**src/design/gobou_pkg.sv**
```systemverilog
package gobou_pkg;

  // ==============================
  // sizes
  // ==============================

  // neuron cores and width of a core select
  localparam int GOBOU_CORE    = 4;
  localparam int GOBOU_CORELOG = 2;

  // address widths of net and image memories
  localparam int GOBOU_NETSIZE = 8;
  localparam int IMGSIZE       = 10;

  // layer neuron counts
  localparam int LWIDTH = 10;

  // data words and accumulator
  localparam int DWIDTH = 16;
  localparam int AWIDTH = 40;

  // ==============================
  // fixed point
  // ==============================

  // fraction bits of data, weights and biases
  localparam int FRAC = 8;

  typedef logic signed [DWIDTH-1:0] data_t;
  typedef logic signed [AWIDTH-1:0] acc_t;
  typedef data_t [GOBOU_CORE-1:0]   core_data_t;
  typedef logic [IMGSIZE-1:0]       img_addr_t;
  typedef logic [GOBOU_NETSIZE-1:0] net_addr_t;
  typedef logic [LWIDTH-1:0]        lcount_t;
  typedef logic [GOBOU_CORELOG-1:0] core_sel_t;

  // output neurons handled per group
  localparam lcount_t CORE_STEP = lcount_t'(GOBOU_CORE);

  // saturation bounds in accumulator width
  localparam acc_t SAT_MAX = acc_t'((1 << (DWIDTH - 1)) - 1);
  localparam acc_t SAT_MIN = -acc_t'(1 << (DWIDTH - 1));

  // strobes between sequencer and cores
  typedef struct packed {
    logic start;
    logic valid;
    logic stop;
  } ctrl_reg;

endpackage

```
**src/design/gobou_core.sv**
```systemverilog
`timescale 1ns/1ps

module gobou_core (
  input  logic               clk,
  input  logic               xrst,
  input  gobou_pkg::ctrl_reg in_ctrl,
  input  logic               breg_we,
  input  gobou_pkg::data_t   img_rdata,
  input  gobou_pkg::data_t   net_rdata,
  output gobou_pkg::ctrl_reg out_ctrl,
  output gobou_pkg::data_t   result
);

  logic               r_term_en;
  logic               r_last;
  gobou_pkg::acc_t    r_term;
  gobou_pkg::acc_t    r_acc;
  gobou_pkg::data_t   r_result;
  gobou_pkg::ctrl_reg r_out_ctrl;
  gobou_pkg::acc_t    sum;
  gobou_pkg::acc_t    scaled;

  // clamp to the signed data range
  function automatic gobou_pkg::data_t saturate(input gobou_pkg::acc_t v);
    if (v > gobou_pkg::SAT_MAX) begin
      return gobou_pkg::data_t'(gobou_pkg::SAT_MAX);
    end else if (v < gobou_pkg::SAT_MIN) begin
      return gobou_pkg::data_t'(gobou_pkg::SAT_MIN);
    end
    return gobou_pkg::data_t'(v);
  endfunction

  // stage 1: product term or bias aligned to the fixed point
  always_ff @(posedge clk) begin
    if (in_ctrl.valid) begin
      r_term <= gobou_pkg::acc_t'(img_rdata) * gobou_pkg::acc_t'(net_rdata);
    end else if (breg_we) begin
      r_term <= gobou_pkg::acc_t'(net_rdata) <<< gobou_pkg::FRAC;
    end
  end

  always_ff @(posedge clk) begin
    if (!xrst) begin
      r_term_en <= 1'b0;
      r_last    <= 1'b0;
    end else begin
      r_term_en <= in_ctrl.valid || breg_we;
      r_last    <= in_ctrl.stop;
    end
  end

  // stage 2: accumulate
  assign sum    = r_acc + r_term;
  // arithmetic shift rounds toward minus infinity
  assign scaled = sum >>> gobou_pkg::FRAC;

  always_ff @(posedge clk) begin
    if (in_ctrl.start) begin
      r_acc <= '0;
    end else if (r_term_en) begin
      r_acc <= sum;
    end
    if (r_last) begin
      r_result <= saturate(scaled);
    end
  end

  // result strobe, two cycles after stop
  always_ff @(posedge clk) begin
    if (!xrst) begin
      r_out_ctrl <= '0;
    end else begin
      r_out_ctrl.start <= r_last;
      r_out_ctrl.valid <= r_last;
      r_out_ctrl.stop  <= 1'b0;
    end
  end

  assign out_ctrl = r_out_ctrl;
  assign result   = r_result;

endmodule

```
**config.mk**
```make
export PLATFORM = sky130hd
export DESIGN_NAME = gobou_core
export DESIGN_NICKNAME = d
export VERILOG_FILES = /design/src/design/gobou_pkg.sv /design/src/design/gobou_core.sv
export SDC_FILE = /design/constraint.sdc
export NUM_CORES = 1
export LEC_CHECK = 0
export BUFFER_PORTS_ARGS = -buffer_cell sky130_fd_sc_hd__buf_2
export CAP_MARGIN = 20
export CORE_MARGIN = 5
export CORE_UTILIZATION = 55
export DETAILED_ROUTE_END_ITERATION = 10
export PLACE_DENSITY_LB_ADDON = 0.15
export REMOVE_ABC_BUFFERS = 1
export SLEW_MARGIN = 40
export SYNTH_ARGS = -nofsm -noshare
export SYNTH_HDL_FRONTEND = slang
export SYNTH_SLANG_ARGS = --single-unit
```
**constraint.sdc**
```tcl
create_clock -name clk -period 10.9 [get_ports clk]
set_input_delay 1.09 -clock clk [delete_from_list [all_inputs] [get_ports clk]]
set_output_delay 1.09 -clock clk [all_outputs]
set_load 0.005 [all_outputs]
```
==> results of run 1 <==
## flip-flops by register name (all words and copies together) (netlist names)
register   count
r_acc         40
r_term        32
result        16
out_ctrl       1
r_last         1
r_term_en      1
## cell families (layout without fill, tap and decap cells)
logic type	after synthesis	count (layout)	synth area share [%]
adders and majority gates	384	384	43.5
xor gates and xnor gates	62	62	3.49
and+or+nand+nor	507	507	15.9
DFF	91	91	14.8
AOI/OAI and AO/OA	243	243	10.2
buffers and inverters	405	418	9.92
muxes	31	31	2.10
other	1	1	0.0241
## critical path, delay by kind of cell
family	cells	cell delay [ns]
buffers and inverters	4	0.68
xor gates and xnor gates	1	0.09
and+or+nand+nor	1	0.15
AOI/OAI and AO/OA	10	2.06
adders and majority gates	7	3.52
## cells in the final DEF (no fill, tap or decap), types with 13 or more instances in the layout
master and n:
inv_1 343, fa_1 263, nand2_1 171, and2_1 135
ha_1 121, nor2_1 97, a21oi_1 72, buf_2 55
edfxtp_1 48, dfxtp_1 43, xnor2_1 41, o21ai_0 39
a21o_1 36, xor2_1 21, nand3_1 20, mux2i_1 18
nor3_1 16, nor2b_1 13, o21ai_1 13, mux2_2 13
## worst max-delay path by stage
stage | endpoint | depth (start not counted) | startpoint | slack, ns
floorplan | r_term[29] | 24 | img_rdata[15] | 3.84
global placement | r_term[29] | 25 | net_rdata[1] | 3.13
detailed placement | r_term[29] | 25 | net_rdata[1] | 2.92
CTS | r_term[29] | 25 | net_rdata[1] | 3.25
global route | r_term[29] | 23 | net_rdata[15] | 2.94
finish | r_term[29] | 23 | net_rdata[15] | 3.40
## routing by layer
metal  vias up  global-route usage (%)  part of all wire (%)
met5         -                       0                     0
met4         0                    4.96                   1.6
met3        36                    4.49                   6.2
met2       288                    39.4                    47
met1      5505                    33.4                    46
li1       5428                       -                     -
## final cells by class
class / count / area [um2] / share of cell area, %
sequential: 91 / 2300 / 14.0
inverter: 344 / 1290 / 7.87
tap: 378 / 473 / 2.88
clock inverter: 6 / 88.8 / 0.541
timing repair buffer: 58 / 298 / 1.81
multi-input combinational: 1228 / 11700 / 71.5
clock buffer: 10 / 229 / 1.39
## synthesized netlist by cell type, drive strengths merged (3+ instances only)
cell     count
dfxtp       43
and3        10
o21a         9
nand2b      12
nand4        7
o21ai       53
nor2b       13
nand2      171
edfxtp      48
ha         121
nor4         4
inv        343
a2111oi      3
or2          6
fa         263
nand3       20
and2       136
o31ai        7
nor2        97
o211ai       6
mux2        13
buf          7
nor3        16
a31oi       11
a41oi        3
or4          3
or3          8
a211oi      13
xnor2       41
a21oi       73
mux2i       18
clkbuf      54
xor2        21
a21o        36
o21bai      10
## stage by stage
step	hold WS [ns]	worst slack [ns]	instance area, um2	util (%)	instances
floorplan	0.443	3.84	15300	-	1663
global placement	0.459	3.13	16100	57.7	2099
detailed placement	0.482	2.92	16100	57.8	2099
CTS	0.492	3.25	16400	58.9	2115
global route	0.510	2.94	16400	58.9	2115
finish	0.489	3.40	16400	58.9	2115
==> flow_summary_export.csv, run 1 <==
group,metric,value,unit
cells_and_area,area_growth_syn_to_layout,5.44,%
sta,final_hold_viol_count,0,
sta,layout_min_cycle_time,7.50,ns
global_routing,grt_max_degree,41,
yosys,netlist.area_leader.share,33.8,%
sta,slew_violations,0,
cts,cts_sinks,91,
setup_path,cp_max_fo,14,
cts,clockBufferDepth,2,
cts,clock_latency,0.34,ns
cts,post-cts-setup-buffers,0,
yosys,ys_seq_area_share,14.8,%
drt,drc,0,
worst_hold_path,whs_path_depth,2,
cts,cts_resized,0,
yosys,synth_area_per_cell,9.03,um2
cts,clk_pin_slew,0.07,ns
drt,first_pass_iters,5,
drt,wirelength,35.7,mm
yosys,synthArstFlopShare,0,%
yosys,syn_inst,1724,
worst_hold_path,hold_class,"reg2reg",
cells_and_area,drive_gt1_share,6.04,%
setup_path,crit_top_cell,"fa_1",
run_status,outcome,"completed",
sta,fin_skew,0.0112,ns
global_routing,antenna_found_initial,0,
global_routing,grt_pass1_vias,12200,
die,top_level_ports,57,
die,num_rows,61,
setup_path,reg2reg_depth,14,
job,max-cap-violations,0,
setup_path,max_stage_delay,0.59,ns
sta,fin_crit_sh,68.8,%
yosys,syn_area,15600,um2
drt,vias,11300,
drt,drt_iter0_markers,499,
setup_path,worstSetupPathType,"in2reg",
sta,max_slew.worst_pin.slew,0.795,ns
setup_path,r2r-start,"r_acc[0]",
placed_design,place_congestion,0.900,
cts,cts_tree,"built",
yosys,ys_seq_elements,91,
sta,tns,0,ns
yosys,synth_ff_type,"edfxtp_1",
placed_design,hpwl,29.0,mm
die,die_h,178,um
cts,numCtsBuffers,9,
setup_path,r2r-end,"result[3]",
sta,relSlewSlack,47.0,%
worst_hold_path,min-delay-start,"r_acc[27]",
setup_path,cpMaxStageDelayCell,"a2111oi_1",
sta,rsz0062_at_grt,"false",
setup_path,crit_arrival,7.60,ns
die,die_w,178,um
yosys,synth_warnings,0,
cells_and_area,nets,2154,
cts,cts_hold_buf,0,
yosys,synthDistinctLibCells,67,
global_routing,grt_pass1_wl,61.1,mm
die,core-area,27900,um2
global_routing,grt_overflow,0,
yosys,synthTopCellsByArea,"fa_1 (34%), ha_1 (9.7%), edfxtp_1 (9.3%)",
die,start_util,55.9,%
sta,clock.fmax,133,MHz
yosys,yosysTopAreaCell,"fa_1",
setup_path,cp-end-kind,"flip-flop",
yosys,synth-edff-count,48,
die,design.die.area,31800,um2
drt,ant_nets,0,
worst_hold_path,whs_endpoint,"r_acc[27]",
placed_design,portBuffers,55,
global_routing,gr-usage-all-layers,23.9,%
setup_path,r2r_slack,6.40,ns
cells_and_area,antenna_cells,0,
setup_path,path_cells,"buf_2 > inv_1 > nor2_1 > fa_1 > fa_1 > fa_1 > fa_1 > fa_1 > inv_1 > fa_1 > inv_1 > ha_1 > a21o_1 > a21oi_1 > o21bai_1 > a21oi_1 > o21ai_0 > a2111oi_1 > o31ai_1 > a21o_1 > a21oi_1 > xnor2_1 > a21o_1",
cts,cts-root-buf,"clkbuf_16",
setup_path,required,11.00,ns
sta,setup_viol,0,
cts,cts.htree.levels,3,
setup_path,critPathLaunchType,"primary input",
cells_and_area,num-fill-cells,2510,
drt,wl_per_cell,16.9,um
drt,viasPerCell,5.32,
Power of run 1 is not shown: default switching activity piles up to over one toggle a cycle in this logic, so the estimate is an artifact.
==> run 2, diff against run 1 <==
clock period = 6.8 ns   (was 10.9 ns; I/O delays follow)
==> run 2 against run 1 <==
  * Via count up 3.5%
  * First-iteration DRC count up 30%
  * Worst hold slack worse by 0.0064 ns
  * Count of clock-buffer cells in the layout up 1
  * Worst setup slack worse by 3.1 ns
  * Sequential cell count unchanged
==> flow_summary_export.csv, run 2 (synthesis gave the netlist of run 1 again) <==
group,metric,value,unit
drt,wirelength,34.4,mm
cells_and_area,area_growth_syn_to_layout,9.31,%
cells_and_area,final_common_cell,"inv_1",
cells_and_area,final_cell_area,17000,um2
placed_design,dp_cells,2181,
sta,setup_viol,0,
setup_path,crit_start,"net_rdata[3]",
cells_and_area,regMostFlops,"r_acc",
cts,clock_latency,0.34,ns
cts,post-cts-setup-buffers,0,
worst_hold_path,whs_path_depth,2,
cts,cts-root-buf,"clkbuf_16",
global_routing,grt_pass1_wl,60.6,mm
sta,fin_crit_sh,95.1,%
sta,clock.fmax,155,MHz
worst_hold_path,whs_endpoint,"r_acc[27]",
placed_design,place_congestion,0.905,
die,core-area,27900,um2
setup_path,cp_max_fo,12,
placed_design,placed_area,16700,um2
worst_hold_path,hold_class,"reg2reg",
cts,cts_tree,"built",
cells_and_area,antenna_cells,0,
sta,max_slew.worst_pin.slew,0.800,ns
drt,vias,11600,
global_routing,gr-usage-all-layers,23.4,%
sta,layout_setup_ws,0.331,ns
setup_path,cpMaxStageDelayCell,"fa_1",
setup_path,max_stage_delay,0.61,ns
drt,drc,0,
drt,first_pass_iters,5,
cts,cts.htree.levels,3,
sta,rsz0062_at_grt,"false",
sta,slew_violations,0,
cells_and_area,largest_reg_flops,40,
setup_path,worstSetupPathType,"in2reg",
drt,wl_per_cell,15.6,um
global_routing,grt_max_degree,41,
placed_design,hpwl,29.1,mm
setup_path,crit_top_cell,"fa_1",
die,top_level_ports,57,
setup_path,reg2reg_depth,14,
cts,numCtsBuffers,9,
sta,fin_skew,0.00990,ns
die,die_h,178,um
die,die_w,178,um
sta,final_hold_viol_count,0,
cells_and_area,nets,2236,
die,design.die.area,31800,um2
global_routing,grt_overflow,0,
placed_design,dp_slack,-0.132,ns
cts,clk_pin_slew,0.07,ns
setup_path,critPathLaunchType,"primary input",
run_status,outcome,"completed",
setup_path,crit_family,"adder cells",
cts,cts_sinks,91,
cells_and_area,stdcell_count,2197,
job,max-cap-violations,0,
sta,relSlewSlack,46.7,%
global_routing,grt_pass1_vias,12400,
setup_path,r2r-end,"result[3]",
setup_path,r2r_slack,2.29,ns
global_routing,antenna_found_initial,0,
setup_path,cp-end-kind,"flip-flop",
placed_design,portBuffers,55,
drt,viasPerCell,5.30,
die,num_rows,61,
cells_and_area,num-fill-cells,2474,
drt,ant_nets,0,
worst_hold_path,min-delay-start,"r_acc[27]",
cells_and_area,drive_gt1_share,10.6,%
sta,layout_min_cycle_time,6.47,ns
die,start_util,55.9,%
cells_and_area,multi_input_area,11800,um2
setup_path,r2r-start,"r_acc[0]",
setup_path,required,6.89,ns
cells_and_area,mostFrequentLayoutCells,"inv_1 (343), fa_1 (263), nand2_1 (171), and2_1 (135), ha_1 (121)",
cells_and_area,final-seq-area,2300,um2
setup_path,cp.buffers_inverters,6,
setup_path,path_cells,"buf_2 > buf_4 > nand2_1 > fa_1 > fa_1 > fa_1 > fa_1 > inv_1 > fa_1 > inv_1 > fa_1 > inv_1 > ha_1 > a21o_1 > a21o_1 > a21o_1 > buf_4 > o21bai_1 > a31oi_2 > o21bai_1 > a21o_1 > a21o_1 > a211o_1",
setup_path,crit_arrival,6.56,ns
drt,drt_iter0_markers,648,
cts,clockBufferDepth,2,
run 2: cell count changes in the layout (fill, tap and decap cells not counted), sizes merged:
cell / delta
buf: +82
bufinv: -2
clkinv: +2
inv: -1
clkbuf: +1
run 2: worst reg2reg max path, cell delays in order, from the launching register on:
cell,delay (ns)
dfxtp_1,0.33
ha_1,0.20
inv_1,0.07
fa_1,0.39
nand2b_1,0.19
a21o_1,0.19
a211oi_1,0.42
o2111ai_1,0.24
nand3_1,0.19
nand2_1,0.14
o31ai_1,0.30
xor2_1,0.15
or4_1,0.57
o41ai_4,0.60
o21ai_0,0.23
run 2: worst max-delay path by stage:
stage	slack (ns)	depth (start not counted)	to
detailed placement	-0.13	26	r_term[29]
floorplan	0.15	24	r_term[29]
finish	0.33	23	r_term[24]
global placement	-0.12	26	r_term[29]
CTS	0.21	26	r_term[29]
global route	0.03	26	r_term[29]
run 2: cell type report:
class | instances | area share, %
timing repair buffer | 140 | 5.37
clock buffer | 11 | 1.48
tap | 378 | 2.78
sequential | 91 | 13.5
multi-input combinational | 1228 | 69.0
clock inverter | 5 | 0.206
inverter | 344 | 7.59
run 2: layer usage:
metal  global-route usage, %  share of wire (%)  vias to the layer above
li1                        -                  -                     5591
met1                    33.0                 47                     5741
met2                    39.0                 47                      275
met3                    3.69                5.0                       41
met4                    4.03                1.5                        0
met5                       0                  0                        -
run 2: repair_timing:
action,CTS,global route
hold endpoints to repair,0,0
hold buffers,0,0
endpoints found under the setup margin,0,5
gates resized for setup,0,5
run 2: metrics by stage:
stage | TNS, ns | hold slack [ns] | util [%]
2_1_floorplan | 0 | 0.443 | -
3_3_place_gp | -0.129 | 0.460 | 60.0
3_5_place_dp | -0.223 | 0.467 | 60.0
4_1_cts | 0 | 0.478 | 61.0
5_1_grt | 0 | 0.511 | 61.1
6_report | 0 | 0.483 | 61.1
Power of run 2 is left out for the same reason.
==> run 3, diff against run 2 <==
GPL_ROUTABILITY_DRIVEN = 0   (was default)
RECOVER_POWER = 50   (was default)
==> run 3 against run 2 <==
  * The flow now finishes with violations (max-capacitance violations, max-slew violations)
  * Routed wire length fell by 0.65%
  * Global-route usage fell by 0.49 points
  * Critical path depth rose by 2
  * Count of clock-buffer cells in the layout rose by 1
  * Worst hold slack got worse by 0.0049 ns
  * Non-clock buffer count fell by 1
  * Highest routed layer unchanged
==> flow_summary_export.csv, run 3 (synthesis gave the netlist of run 1 again) <==
group,metric,value,unit
worst_hold_path,hold_class,"reg2reg",
cts,clk_pin_slew,0.06,ns
cts,post-cts-setup-buffers,0,
setup_path,worstSetupPathType,"in2reg",
setup_path,max_stage_delay,0.55,ns
run_status,outcome,"finished, violations left",
setup_path,crit_arrival,6.64,ns
die,design.die.area,31800,um2
setup_path,cpMaxStageDelayCell,"fa_1",
sta,fin_crit_sh,96.1,%
cts,cts-root-buf,"clkbuf_16",
global_routing,grt_pass1_vias,12100,
setup_path,reg2reg_depth,14,
cells_and_area,nets,2235,
setup_path,required,6.90,ns
drt,drc,0,
cts,cts.htree.levels,3,
drt,first_pass_iters,5,
cts,numCtsBuffers,9,
sta,max_slew.worst_pin.slew,2.46,ns
setup_path,critPathLaunchType,"primary input",
sta,setup_viol,0,
drt,wirelength,34.2,mm
cts,cts_resized,0,
sta,tns,0,ns
sta,slew_violations,103,
global_routing,grt_max_degree,41,
run_status,violations,"max-capacitance violations, max-slew violations",
setup_path,crit_top_cell,"fa_1",
placed_design,placed_area,16700,um2
worst_hold_path,whs_path_depth,2,
sta,layout_min_cycle_time,6.54,ns
placed_design,portBuffers,55,
cells_and_area,largest_reg_flops,40,
cts,clockBufferDepth,2,
drt,wl_per_cell,15.6,um
cells_and_area,regMostFlops,"r_acc",
die,num_rows,61,
cts,cts_tree,"built",
global_routing,antenna_found_initial,0,
cts,cts_sinks,91,
drt,drt_iter0_markers,760,
cells_and_area,antenna_cells,0,
cells_and_area,drive_gt1_share,9.85,%
sta,final_hold_viol_count,0,
die,core-area,27900,um2
cts,cts_hold_buf,0,
cells_and_area,area_growth_syn_to_layout,9.49,%
die,top_level_ports,57,
die,die_w,178,um
global_routing,grt_pass1_wl,59.2,mm
job,max-cap-violations,3,
sta,fin_skew,0.00902,ns
global_routing,gr-usage-all-layers,22.9,%
sta,rsz0062_at_grt,"false",
die,die_h,178,um
setup_path,cp-end-kind,"flip-flop",
drt,vias,11600,
cells_and_area,final_common_cell,"inv_1",
sta,clock.fmax,153,MHz
placed_design,hpwl,28.8,mm
setup_path,cp_max_fo,7,
sta,whs,0.478,ns
cells_and_area,mostFrequentLayoutCells,"inv_1 (342), fa_1 (263), nand2_1 (171), and2_1 (133), ha_1 (121)",
drt,ant_nets,0,
drt,viasPerCell,5.26,
global_routing,grt_overflow,0,
die,start_util,55.9,%
cells_and_area,num-fill-cells,2448,
sta,relSlewSlack,-63.8,%
cts,clock_latency,0.34,ns
cells_and_area,final_cell_area,17000,um2
==> run 3: changes by cell type in the layout (fill, tap and decap cells not counted), sizes merged <==
| cell | previous run | this run |
|---|---|---|
| clkbuf | 11 | 23 |
| buf | 140 | 128 |
| clkinvlp | 1 | 0 |
| inv | 344 | 343 |
| clkinv | 4 | 1 |
| bufinv | 0 | 3 |
==> run 3: worst paths after layout <==
| check | slack [ns] | startpoint | end |
|---|---|---|---|
| setup / recovery | 0.26 | net_rdata[9] | r_term[29] |
| hold / removal | 0.48 | r_acc[27] | r_acc[27] |
| setup reg to reg | 2.25 | r_acc[0] | result[0] |
| hold reg to reg | 0.48 | r_acc[27] | r_acc[27] |
==> run 3: worst max-delay path: cells and delay by family <==
kind | cells | cell delay (ns)
AND/OR/NAND/NOR | 1 | 0.13
AO/OA/AOI/OAI | 8 | 1.50
adder cells (fa/ha/maj) | 7 | 3.41
XOR/XNOR | 1 | 0.09
buffers and inverters | 8 | 0.83
==> run 3: layout make-up <==
cell class                 instances  area, um2  area share, %
clock buffer                      12        236           1.39
clock inverter                     3       90.1          0.528
inverter                         344       1290           7.58
multi-input combinational       1228      11800           69.0
sequential                        91       2300           13.5
tap                              378        473           2.77
timing repair buffer             139        897           5.26
==> run 3: metal layers <==
layer | global-route usage [%] | up-vias | share of wire, %
met5 | 0 | - | 0
met4 | 3.81 | 0 | 1.0
met3 | 2.44 | 30 | 4.9
met2 | 39.3 | 270 | 48
met1 | 32.1 | 5655 | 46
li1 | - | 5598 | -
==> run 3: through the flow <==
| stage | utilization (%) | std cells | worst slack (ns) |
|---|---|---|---|
| floorplan | - | 1663 | 0.150 |
| global placement | 59.9 | 2180 | -0.151 |
| detailed placement | 60.0 | 2180 | -0.304 |
| CTS | 61.1 | 2195 | 0.0406 |
| global route | 61.2 | 2195 | 0.0148 |
| finish | 61.2 | 2195 | 0.262 |
Power of run 3 is left out for the same reason.
